### config.mk
export PLATFORM = sky130hd
export DESIGN_NAME = mycpu_top
export DESIGN_NICKNAME = d
export VERILOG_FILES = /design/src/hdl/mips_isa_pkg.sv /design/src/hdl/mycpu_pkg.sv /design/src/hdl/cpu_ifs.sv /design/src/hdl/regfile.sv /design/src/hdl/alu.sv /design/src/hdl/decoder.sv /design/src/hdl/datapath.sv /design/src/hdl/mycpu_top.sv
export SDC_FILE = /design/constraint.sdc
export NUM_CORES = 2
export LEC_CHECK = 0
export BUFFER_PORTS_ARGS = -buffer_cell sky130_fd_sc_hd__buf_2
export CORE_ASPECT_RATIO = 2
export CORE_MARGIN = 2
export CORE_UTILIZATION = 60
export DETAILED_ROUTE_END_ITERATION = 16
export PLACE_DENSITY = 0.86
export SLEW_MARGIN = 20
export SYNTH_ARGS = -nofsm -noshare
export SYNTH_HDL_FRONTEND = slang
export SYNTH_SLANG_ARGS = --single-unit
export TNS_END_PERCENT = 1
### constraint.sdc
create_clock -name clk -period 18.6 [get_ports clk]
set_input_delay 0.93 -clock clk [delete_from_list [all_inputs] [get_ports clk]]
set_output_delay 0.93 -clock clk [all_outputs]
set_load 0.01 [all_outputs]
### src/hdl/mips_isa_pkg.sv
package mips_isa_pkg;

    // primary opcodes, bits 31:26
    localparam logic [5:0] op_special = 6'h00;
    localparam logic [5:0] op_j       = 6'h02;
    localparam logic [5:0] op_beq     = 6'h04;
    localparam logic [5:0] op_bne     = 6'h05;
    localparam logic [5:0] op_addiu   = 6'h09;
    localparam logic [5:0] op_andi    = 6'h0c;
    localparam logic [5:0] op_ori     = 6'h0d;
    localparam logic [5:0] op_lui     = 6'h0f;
    localparam logic [5:0] op_lw      = 6'h23;
    localparam logic [5:0] op_sw      = 6'h2b;

    // funct codes under op_special
    localparam logic [5:0] fn_sll  = 6'h00;
    localparam logic [5:0] fn_srl  = 6'h02;
    localparam logic [5:0] fn_addu = 6'h21;
    localparam logic [5:0] fn_subu = 6'h23;
    localparam logic [5:0] fn_and  = 6'h24;
    localparam logic [5:0] fn_or   = 6'h25;
    localparam logic [5:0] fn_xor  = 6'h26;
    localparam logic [5:0] fn_slt  = 6'h2a;

    // register format
    typedef struct packed {
        logic [5:0] opcode;
        logic [4:0] rs;
        logic [4:0] rt;
        logic [4:0] rd;
        logic [4:0] shamt;
        logic [5:0] funct;
    } r_fmt_t;

    // immediate format
    typedef struct packed {
        logic [5:0]  opcode;
        logic [4:0]  rs;
        logic [4:0]  rt;
        logic [15:0] imm;
    } i_fmt_t;

    // jump format, target is a word index
    typedef struct packed {
        logic [5:0]  opcode;
        logic [25:0] target;
    } j_fmt_t;

    // one instruction word, three views
    // opcode sits in the same bits in every view
    typedef union packed {
        r_fmt_t r;
        i_fmt_t i;
        j_fmt_t j;
    } instr_u;

endpackage

### src/hdl/mycpu_pkg.sv
package mycpu_pkg;

    typedef logic [31:0] word_t;
    typedef logic [3:0]  rwen_t;
    typedef logic [4:0]  creg_addr_t;

    // boot address of the core
    localparam word_t reset_pc = 32'hbfc00000;

    typedef enum logic [3:0] {
        alu_add,
        alu_sub,
        alu_and,
        alu_or,
        alu_xor,
        alu_slt,
        alu_sll,
        alu_srl,
        alu_lui
    } alu_op_e;

    // decoded control for one instruction
    typedef struct packed {
        alu_op_e alu_op;
        logic    use_imm;
        logic    zero_ext;
        logic    use_shamt;
        logic    mem_read;
        logic    mem_write;
        logic    reg_write;
        logic    dst_rd;
        logic    branch_eq;
        logic    branch_ne;
        logic    jump;
    } ctrl_t;

    // one pass through all five is one instruction
    typedef enum logic [2:0] {
        s_fetch,
        s_decode,
        s_execute,
        s_memory,
        s_writeback
    } state_e;

endpackage

### src/hdl/cpu_ifs.sv
`timescale 1ns/1ps

// fixed-latency sram port
// rdata shows up the cycle after en
interface mem_port_if;
    logic              en;
    mycpu_pkg::rwen_t  wen;
    mycpu_pkg::word_t  addr;
    mycpu_pkg::word_t  wdata;
    mycpu_pkg::word_t  rdata;

    // core side
    modport master (
        output en,
        output wen,
        output addr,
        output wdata,
        input  rdata
    );

    // memory side
    modport slave (
        input  en,
        input  wen,
        input  addr,
        input  wdata,
        output rdata
    );
endinterface

// two read ports, one write port
interface regfile_if;
    mycpu_pkg::creg_addr_t raddr1;
    mycpu_pkg::creg_addr_t raddr2;
    mycpu_pkg::word_t      rdata1;
    mycpu_pkg::word_t      rdata2;
    logic                  wen;
    mycpu_pkg::creg_addr_t waddr;
    mycpu_pkg::word_t      wdata;

    modport client (
        output raddr1,
        output raddr2,
        input  rdata1,
        input  rdata2,
        output wen,
        output waddr,
        output wdata
    );

    modport server (
        input  raddr1,
        input  raddr2,
        output rdata1,
        output rdata2,
        input  wen,
        input  waddr,
        input  wdata
    );
endinterface

### src/hdl/regfile.sv
`timescale 1ns/1ps

module regfile (
    input logic       clk,
    input logic       rst_n,
    regfile_if.server rf
);

    mycpu_pkg::word_t regs [32];

    // write port, $0 is never stored
    always_ff @(posedge clk) begin
        if (!rst_n) begin
            for (int i = 0; i < 32; i++) begin
                regs[i] <= '0;
            end
        end else if (rf.wen && rf.waddr != '0) begin
            regs[rf.waddr] <= rf.wdata;
        end
    end

    // reads are combinational
    // $0 reads zero since its slot stays clear
    assign rf.rdata1 = regs[rf.raddr1];
    assign rf.rdata2 = regs[rf.raddr2];

    // $0 storage must stay zero across any write sequence
    a_reg0_zero: assert property (
        @(posedge clk) disable iff (!rst_n)
        regs[0] == '0
    );

endmodule

### src/hdl/alu.sv
`timescale 1ns/1ps

module alu (
    input  mycpu_pkg::alu_op_e op,
    input  mycpu_pkg::word_t   a,
    input  mycpu_pkg::word_t   b,
    output mycpu_pkg::word_t   result,
    output logic               zero
);

    always_comb begin
        case (op)
            mycpu_pkg::alu_add: begin
                result = a + b;
            end
            mycpu_pkg::alu_sub: begin
                result = a - b;
            end
            mycpu_pkg::alu_and: begin
                result = a & b;
            end
            mycpu_pkg::alu_or: begin
                result = a | b;
            end
            mycpu_pkg::alu_xor: begin
                result = a ^ b;
            end
            mycpu_pkg::alu_slt: begin
                // signed compare
                result = {31'b0, $signed(a) < $signed(b)};
            end
            // shifts move b, amount comes in on a[4:0]
            mycpu_pkg::alu_sll: begin
                result = b << a[4:0];
            end
            mycpu_pkg::alu_srl: begin
                result = b >> a[4:0];
            end
            mycpu_pkg::alu_lui: begin
                // immediate into the upper half
                result = {b[15:0], 16'b0};
            end
            default: begin
                result = '0;
            end
        endcase
    end

    // branches compare with alu_sub, equal gives zero
    assign zero = (result == '0);

endmodule

### src/hdl/decoder.sv
`timescale 1ns/1ps

module decoder (
    input  mips_isa_pkg::instr_u instr,
    output mycpu_pkg::ctrl_t     ctrl,
    output logic                 illegal
);

    always_comb begin
        // anything unknown falls through as a no-op
        ctrl    = '0;
        illegal = 1'b0;
        case (instr.r.opcode)
            mips_isa_pkg::op_special: begin
                ctrl.reg_write = 1'b1;
                ctrl.dst_rd    = 1'b1;
                case (instr.r.funct)
                    mips_isa_pkg::fn_addu: ctrl.alu_op = mycpu_pkg::alu_add;
                    mips_isa_pkg::fn_subu: ctrl.alu_op = mycpu_pkg::alu_sub;
                    mips_isa_pkg::fn_and:  ctrl.alu_op = mycpu_pkg::alu_and;
                    mips_isa_pkg::fn_or:   ctrl.alu_op = mycpu_pkg::alu_or;
                    mips_isa_pkg::fn_xor:  ctrl.alu_op = mycpu_pkg::alu_xor;
                    mips_isa_pkg::fn_slt:  ctrl.alu_op = mycpu_pkg::alu_slt;
                    mips_isa_pkg::fn_sll: begin
                        ctrl.alu_op    = mycpu_pkg::alu_sll;
                        ctrl.use_shamt = 1'b1;
                    end
                    mips_isa_pkg::fn_srl: begin
                        ctrl.alu_op    = mycpu_pkg::alu_srl;
                        ctrl.use_shamt = 1'b1;
                    end
                    default: begin
                        ctrl    = '0;
                        illegal = 1'b1;
                    end
                endcase
            end
            mips_isa_pkg::op_addiu: begin
                ctrl.alu_op    = mycpu_pkg::alu_add;
                ctrl.use_imm   = 1'b1;
                ctrl.reg_write = 1'b1;
            end
            // logical immediates are zero extended
            mips_isa_pkg::op_andi: begin
                ctrl.alu_op    = mycpu_pkg::alu_and;
                ctrl.use_imm   = 1'b1;
                ctrl.zero_ext  = 1'b1;
                ctrl.reg_write = 1'b1;
            end
            mips_isa_pkg::op_ori: begin
                ctrl.alu_op    = mycpu_pkg::alu_or;
                ctrl.use_imm   = 1'b1;
                ctrl.zero_ext  = 1'b1;
                ctrl.reg_write = 1'b1;
            end
            mips_isa_pkg::op_lui: begin
                ctrl.alu_op    = mycpu_pkg::alu_lui;
                ctrl.use_imm   = 1'b1;
                ctrl.zero_ext  = 1'b1;
                ctrl.reg_write = 1'b1;
            end
            // address = base + signed offset
            mips_isa_pkg::op_lw: begin
                ctrl.alu_op    = mycpu_pkg::alu_add;
                ctrl.use_imm   = 1'b1;
                ctrl.mem_read  = 1'b1;
                ctrl.reg_write = 1'b1;
            end
            mips_isa_pkg::op_sw: begin
                ctrl.alu_op    = mycpu_pkg::alu_add;
                ctrl.use_imm   = 1'b1;
                ctrl.mem_write = 1'b1;
            end
            // rs - rt, the zero flag decides
            mips_isa_pkg::op_beq: begin
                ctrl.alu_op    = mycpu_pkg::alu_sub;
                ctrl.branch_eq = 1'b1;
            end
            mips_isa_pkg::op_bne: begin
                ctrl.alu_op    = mycpu_pkg::alu_sub;
                ctrl.branch_ne = 1'b1;
            end
            mips_isa_pkg::op_j: begin
                ctrl.jump = 1'b1;
            end
            default: begin
                illegal = 1'b1;
            end
        endcase
    end

endmodule

### src/hdl/datapath.sv
`timescale 1ns/1ps

module datapath (
    input  logic             clk,
    input  logic             rst_n,
    mem_port_if.master       imem,
    mem_port_if.master       dmem,
    regfile_if.client        rf,
    output mycpu_pkg::word_t wb_pc
);

    mycpu_pkg::state_e    state;
    logic                 running;
    mycpu_pkg::word_t     pc;
    mycpu_pkg::word_t     npc;
    mips_isa_pkg::instr_u ir;
    mips_isa_pkg::instr_u fetched;
    mycpu_pkg::word_t     a_q;
    mycpu_pkg::word_t     b_q;
    mycpu_pkg::word_t     alu_q;
    mycpu_pkg::ctrl_t     ctrl;
    logic                 illegal;
    mycpu_pkg::word_t     imm_ext;
    mycpu_pkg::word_t     alu_a;
    mycpu_pkg::word_t     alu_b;
    mycpu_pkg::word_t     alu_y;
    logic                 alu_zero;
    logic                 taken;
    mycpu_pkg::word_t     pc_plus4;
    mycpu_pkg::word_t     br_target;
    mycpu_pkg::word_t     j_target;

    // sequencer, held in fetch for one cycle out of reset
    always_ff @(posedge clk) begin
        if (!rst_n) begin
            running <= 1'b0;
            state   <= mycpu_pkg::s_fetch;
        end else begin
            running <= 1'b1;
            if (running) begin
                case (state)
                    mycpu_pkg::s_fetch:     state <= mycpu_pkg::s_decode;
                    mycpu_pkg::s_decode:    state <= mycpu_pkg::s_execute;
                    mycpu_pkg::s_execute:   state <= mycpu_pkg::s_memory;
                    mycpu_pkg::s_memory:    state <= mycpu_pkg::s_writeback;
                    default:                state <= mycpu_pkg::s_fetch;
                endcase
            end
        end
    end

    // pc only moves at the end of writeback
    always_ff @(posedge clk) begin
        if (!rst_n) begin
            pc <= mycpu_pkg::reset_pc;
        end else if (state == mycpu_pkg::s_writeback) begin
            pc <= npc;
        end
    end

    // fetch, read-only instruction side
    assign imem.en    = running && (state == mycpu_pkg::s_fetch);
    assign imem.addr  = pc;
    assign imem.wen   = '0;
    assign imem.wdata = '0;

    // instruction word is on rdata during decode
    assign fetched   = imem.rdata;
    assign rf.raddr1 = fetched.i.rs;
    assign rf.raddr2 = fetched.i.rt;

    // decode latches the word and both operands
    always_ff @(posedge clk) begin
        if (state == mycpu_pkg::s_decode) begin
            ir  <= fetched;
            a_q <= rf.rdata1;
            b_q <= rf.rdata2;
        end
    end

    decoder u_decoder (
        .instr   (ir),
        .ctrl    (ctrl),
        .illegal (illegal)
    );

    assign imm_ext = ctrl.zero_ext ? {16'b0, ir.i.imm} : {{16{ir.i.imm[15]}}, ir.i.imm};
    assign alu_a   = ctrl.use_shamt ? {27'b0, ir.r.shamt} : a_q;
    assign alu_b   = ctrl.use_imm ? imm_ext : b_q;

    alu u_alu (
        .op     (ctrl.alu_op),
        .a      (alu_a),
        .b      (alu_b),
        .result (alu_y),
        .zero   (alu_zero)
    );

    // next pc candidates, no delay slot
    assign pc_plus4  = pc + 32'd4;
    assign br_target = pc_plus4 + {{14{ir.i.imm[15]}}, ir.i.imm, 2'b00};
    assign j_target  = {pc_plus4[31:28], ir.j.target, 2'b00};
    assign taken     = (ctrl.branch_eq && alu_zero) || (ctrl.branch_ne && !alu_zero);

    // execute keeps the result and resolves the next pc
    always_ff @(posedge clk) begin
        if (state == mycpu_pkg::s_execute) begin
            alu_q <= alu_y;
            if (ctrl.jump) begin
                npc <= j_target;
            end else if (taken) begin
                npc <= br_target;
            end else begin
                npc <= pc_plus4;
            end
        end
    end

    // data access in s_memory only, stores write the whole word
    assign dmem.en    = (state == mycpu_pkg::s_memory) && (ctrl.mem_read || ctrl.mem_write);
    assign dmem.wen   = ((state == mycpu_pkg::s_memory) && ctrl.mem_write) ? 4'hf : 4'h0;
    assign dmem.addr  = alu_q;
    assign dmem.wdata = b_q;

    // load data lands during writeback and goes straight into the file
    assign rf.wen   = (state == mycpu_pkg::s_writeback) && ctrl.reg_write;
    assign rf.waddr = ctrl.dst_rd ? ir.r.rd : ir.i.rt;
    assign rf.wdata = ctrl.mem_read ? dmem.rdata : alu_q;

    // pc still names the committing instruction here
    assign wb_pc = pc;

    a_state_legal: assert property (
        @(posedge clk) disable iff (!rst_n)
        state inside {mycpu_pkg::s_fetch, mycpu_pkg::s_decode, mycpu_pkg::s_execute,
                      mycpu_pkg::s_memory, mycpu_pkg::s_writeback}
    );

    a_dmem_in_memory: assert property (
        @(posedge clk) disable iff (!rst_n)
        dmem.en |-> state == mycpu_pkg::s_memory
    );

    // the latched word must be one the decoder knows
    a_no_illegal: assert property (
        @(posedge clk) disable iff (!rst_n)
        state == mycpu_pkg::s_execute |-> !illegal
    );

endmodule

### src/hdl/mycpu_top.sv
`timescale 1ns/1ps

module mycpu_top (
    input  logic                  clk,
    input  logic                  rst_n,

    output logic                  inst_sram_en,
    output mycpu_pkg::rwen_t      inst_sram_wen,
    output mycpu_pkg::word_t      inst_sram_addr,
    output mycpu_pkg::word_t      inst_sram_wdata,
    input  mycpu_pkg::word_t      inst_sram_rdata,

    output logic                  data_sram_en,
    output mycpu_pkg::rwen_t      data_sram_wen,
    output mycpu_pkg::word_t      data_sram_addr,
    output mycpu_pkg::word_t      data_sram_wdata,
    input  mycpu_pkg::word_t      data_sram_rdata,

    // commit trace
    output mycpu_pkg::word_t      debug_wb_pc,
    output mycpu_pkg::rwen_t      debug_wb_rf_wen,
    output mycpu_pkg::creg_addr_t debug_wb_rf_wnum,
    output mycpu_pkg::word_t      debug_wb_rf_wdata
);

    mem_port_if imem ();
    mem_port_if dmem ();
    regfile_if  rf ();

    datapath u_datapath (
        .clk   (clk),
        .rst_n (rst_n),
        .imem  (imem.master),
        .dmem  (dmem.master),
        .rf    (rf.client),
        .wb_pc (debug_wb_pc)
    );

    regfile u_regfile (
        .clk   (clk),
        .rst_n (rst_n),
        .rf    (rf.server)
    );

    // instruction side, write strobe and data come in as zero
    assign inst_sram_en    = imem.en;
    assign inst_sram_wen   = imem.wen;
    assign inst_sram_addr  = imem.addr;
    assign inst_sram_wdata = imem.wdata;
    assign imem.rdata      = inst_sram_rdata;

    assign data_sram_en    = dmem.en;
    assign data_sram_wen   = dmem.wen;
    assign data_sram_addr  = dmem.addr;
    assign data_sram_wdata = dmem.wdata;
    assign dmem.rdata      = data_sram_rdata;

    // trace taps the write port, $0 writes show as no write
    assign debug_wb_rf_wen   = {4{rf.wen && (rf.waddr != '0)}};
    assign debug_wb_rf_wnum  = rf.waddr;
    assign debug_wb_rf_wdata = rf.wdata;

    // word accesses only
    a_data_aligned: assert property (
        @(posedge clk) disable iff (!rst_n)
        data_sram_en |-> data_sram_addr[1:0] == 2'b00
    );

endmodule

==> out/results.md <==
| Quantity | This run |
| --- | --- |
| Highest-count cells in the layout ignoring fill and taps | 1186 x sky130_fd_sc_hd__nor2_1, 1184 x sky130_fd_sc_hd__edfxtp_1, 674 x sky130_fd_sc_hd__mux4_2 |
| Number of global-route vias before repair | 57900 |
| Sequential element share of the synthesized area | 51.4% |
| Normalized max-slew margin | 2.02% |
| Hold/Removal Path Class | in2reg |
| Hold wc startpoint | inst_sram_rdata[29] |
| Highest clock rate | 91.6 MHz |
| Routability Congestion | 1.08 |
| Cell area after synthesis | 0.0705 mm^2 |
| Worst hold slack across all endpoints | 0.335 ns |
| Clock root cell | sky130_fd_sc_hd__clkbuf_16 |
| Final Net Count | 5675 |
| Share of layout cells above drive strength 1 | 26.2% |
| Post-CTS setup buffer count | 0 |
| Actual slew at the worst max-slew pin | 1.45 ns |
| Placeable core region | 0.116 mm^2 |
| Leakage power summed over all cells | 28.7 nW |
| Number of hold violations in the final report | 0 |
| Number of cells produced by synthesis | 5439 |
| Worst reg2reg path depth | 24 |
| Quantity of I/O buffers inserted on ports | 240 |
| Avg Synthesized Cell Area | 13.0 um^2 |
| Number of synthesized register bits | 1220 |
| Pwr Density | 91.1 mW/mm^2 |
| RSZ-0062 raised after global routing | false |
| Total vias in the final route | 58800 |
| Wire length per cell | 46.1 um |
| Total negative slack | 0 ns |
| Layout filler cell count | 7370 |
| Final cell count without fillers | 7105 |
| Top flip-flop cell by instance count after synthesis | sky130_fd_sc_hd__edfxtp_1 |
| Type of element capturing the critical path | flop |
| Sequential share of power | 46.3% |
| Die W | 246 um |
| Area of all sequential standard cells | 0.0363 mm^2 |
| Max-capacitance violation count | 0 |
| Final Core Density | 66.3% |
| Internal Dissipation | 4.83 mW |
| Cell variety after synth | 90 |
| Pin count of the biggest net entering global routing | 115 |
| Total Die Area | 0.120 mm^2 |
| Part of the power in combinational logic | 19.7% |
| HPWL Detailed | 200000 um |
| Startpoint kind of the worst setup timing path | flop |
| Worst VDD drop | 0.000113 V |
| Most common cell after layout, fill and taps aside | sky130_fd_sc_hd__nor2_1 |
| Clock tree from TritonCTS | done |
| Cell area after placement | 0.0734 mm^2 |
| ANT nets after route | 0 |
| Hold endpoint | u_datapath.ir[29] |
| Clock period minus worst slack | 10.91 ns |
| Fraction of power spent switching nets | 31.3% |
| Part of the power in the clock network | 33.9% |
| Worst clock skew | 0.102 ns |
| Number of cells traversed by the worst hold path | 1 |
| Number of enable flip-flop cells after synthesis | 1184 |
| Number of warnings reported in the yosys synthesis log | 0 |
| Hold-fix buffers at CTS | 0 |
| Layout overhead on the synthesized area | 9.50% |
| CTS H-tree depth | 3 |
| Type of the worst setup path | reg2reg |
| Async set or reset register ratio after synthesis | 0% |
| Number of standard-cell rows in the floorplan | 177 |
| Drt pass-1 iters | 12 |
| RR Startpoint | u_datapath.ir[28] |
| Number of antenna violations at the first check in global routing | 26 |
| Global-route total usage across every layer | 53.4% |
| DR DRC count | 0 |
| Number of CTS-inserted buffers | 104 |
| Net load switching power | 2.20 mW |
| Effective utilization at floorplan | 60.5% |
| Outcome | finished, final reports clean |
| Height of the die | 489 um |
| End of the worst register-to-register path | u_datapath.npc[14] |
| Register-to-register setup slack | 7.69 ns |
| Total of cells resized after clock tree synthesis | 0 |
| Source-to-sink clock delay at the later pin of the worst-skew pair | 0.80 ns |
| Max Slew Vio Count | 0 |
| CTS Buffer Depth | 3 |
| Area taken by multi-input logic gates | 0.0321 mm^2 |
| Required time of the worst setup path | 19.06 ns |
| Total overflow reported by the global router | 0 |
| Count of boundary I/O pins | 277 |
| TritonCTS Sinks | 1220 |
| Sum of routed wire length over all layers | 328000 um |
| Clock-pin slew of the registers on the worst-case setup and hold paths | 0.07 ns |
| Final cell area excluding filler cells | 0.0772 mm^2 |
| Period utilisation layout | 58.7% |
| DRC marker count from the first detailed-route iteration | 10800 |
| Placed cells | 6881 |
| Total setup violations reported at the end of the flow | 0 |
| Post-detailed-route via-to-cell ratio | 8.27 |
| Global-route wire length before repair | 441000 um |
| Data arrival time at the worst-slack endpoint | 11.37 ns |
| Maximum fanout encountered on the critical timing path | 45 |
==> cell type report <==
cell class              count  share of cell area [%]
repair buffers            428                    3.72
multi-input cells        3576                    41.5
inverters                 150                   0.729
well taps                1521                    2.46
clock inverters            81                    1.13
diodes                     18                  0.0583
clock buffers             111                    3.40
flip-flops and latches   1220                    47.0
==> metal layers <==
metal	vias to the layer above	part of all wire [%]	GRT usage, %
li1	20600	-	-
met3	3023	15	19.0
met2	7935	44	81.3
met4	18	15	56.0
met5	-	0.097	0.204
met1	27200	26	55.0
==> worst max-delay path: stages, from the launching register on <==
cell and delay (ns):
sky130_fd_sc_hd__edfxtp_1 0.59, sky130_fd_sc_hd__or4_1 0.76, sky130_fd_sc_hd__nor3_4 0.58, sky130_fd_sc_hd__mux2i_4 0.31, sky130_fd_sc_hd__buf_4 0.48, sky130_fd_sc_hd__inv_2 0.05, sky130_fd_sc_hd__buf_4 0.33, sky130_fd_sc_hd__ha_1 0.52
sky130_fd_sc_hd__o21ai_0 0.16, sky130_fd_sc_hd__o21ai_0 0.25, sky130_fd_sc_hd__a41oi_1 0.44, sky130_fd_sc_hd__o2111ai_1 1.06, sky130_fd_sc_hd__a21boi_0 0.38, sky130_fd_sc_hd__xnor2_1 0.24, sky130_fd_sc_hd__nor2_1 0.06, sky130_fd_sc_hd__a2111oi_0 0.44
sky130_fd_sc_hd__nand4_1 0.19, sky130_fd_sc_hd__nor4_1 0.40, sky130_fd_sc_hd__or4b_1 0.50, sky130_fd_sc_hd__or4b_1 0.54, sky130_fd_sc_hd__nor4_2 1.04, sky130_fd_sc_hd__mux2i_4 0.36, sky130_fd_sc_hd__buf_4 0.49, sky130_fd_sc_hd__mux2i_1 0.27
sky130_fd_sc_hd__a21oi_1 0.09
==> cells in the mapped netlist, types with 17 or more instances <==
library cell,number,area [um^2]
sky130_fd_sc_hd__buf_1,67,251
sky130_fd_sc_hd__clkbuf_1,389,1460
sky130_fd_sc_hd__mux4_2,674,15200
sky130_fd_sc_hd__inv_1,142,533
sky130_fd_sc_hd__dfxtp_1,36,721
sky130_fd_sc_hd__buf_2,19,95.1
sky130_fd_sc_hd__ha_1,126,1580
sky130_fd_sc_hd__o211ai_1,37,278
sky130_fd_sc_hd__xnor2_1,60,526
sky130_fd_sc_hd__o21ai_0,91,455
sky130_fd_sc_hd__nand3_1,81,405
sky130_fd_sc_hd__mux2_2,75,845
sky130_fd_sc_hd__a211oi_1,29,218
sky130_fd_sc_hd__nand4_1,20,125
sky130_fd_sc_hd__a21o_1,23,173
sky130_fd_sc_hd__nand2b_1,17,106
sky130_fd_sc_hd__xor2_1,26,228
sky130_fd_sc_hd__a21oi_1,163,816
sky130_fd_sc_hd__edfxtp_1,1184,35600
sky130_fd_sc_hd__o22ai_1,57,357
sky130_fd_sc_hd__nor2_1,1190,4470
sky130_fd_sc_hd__nor3_1,53,265
sky130_fd_sc_hd__buf_4,78,586
sky130_fd_sc_hd__nand2_1,315,1180
sky130_fd_sc_hd__or3_1,18,113
sky130_fd_sc_hd__and3_1,22,138
sky130_fd_sc_hd__o21bai_1,17,128
sky130_fd_sc_hd__a22oi_1,27,203
sky130_fd_sc_hd__a31oi_1,20,125
sky130_fd_sc_hd__mux2i_1,122,1220
==> power by group through the flow <==
stage | Clock, mW | Sequential [mW] | Combinational [mW]
final | 2.39 | 3.26 | 1.39
after global routing | 2.42 | 3.25 | 1.39
after global placement | 0 | 3.27 | 1.26
after CTS | 2.32 | 3.24 | 1.29
after floorplan | 0 | 3.24 | 0.788
after detailed placement | 0 | 3.29 | 1.27
==> registers in the layout, indices dropped and copies added (netlist names) <==
name	cells
u_datapath.a_q	32
u_datapath.dmem.wdata	32
u_datapath.running	1
u_regfile.regs	1024
u_datapath.npc	32
u_datapath.dmem.addr	32
u_datapath.state	3
u_datapath.imem.addr	32
u_datapath.ir	32
==> per-stage QoR <==
stage,setup slack [ns],total power [mW]
finish,7.69,7.03
global route,7.62,7.07
CTS,8.26,6.85
detailed placement,8.31,4.56
global placement,8.42,4.52
floorplan,10.50,4.03
==> cells by family after synthesis <==
group | after synthesis | synth area share, %
muxes | 875 | 24.5
other | 1 | 0.00532
buffers and inverters | 710 | 4.30
adders and majority gates | 129 | 2.32
xor gates and xnor gates | 86 | 1.07
AOI/OAI and AO/OA | 620 | 5.85
DFF | 1220 | 51.4
and+or+nand+nor | 1798 | 10.5
==> how the worst max path moves through the flow <==
stage / to / depth (start not counted) / slack [ns] / from
2_1_floorplan: u_datapath.npc[4] / 29 / 10.50 / u_datapath.ir[4]
3_3_place_gp: u_datapath.npc[30] / 23 / 8.42 / u_datapath.ir[28]
3_5_place_dp: u_datapath.npc[30] / 23 / 8.31 / u_datapath.ir[28]
4_1_cts: u_datapath.npc[14] / 24 / 8.26 / u_datapath.ir[28]
5_1_grt: u_datapath.npc[14] / 24 / 7.62 / u_datapath.ir[28]
6_report: u_datapath.npc[14] / 24 / 7.69 / u_datapath.ir[28]
Power figures use the tool's default switching activity.
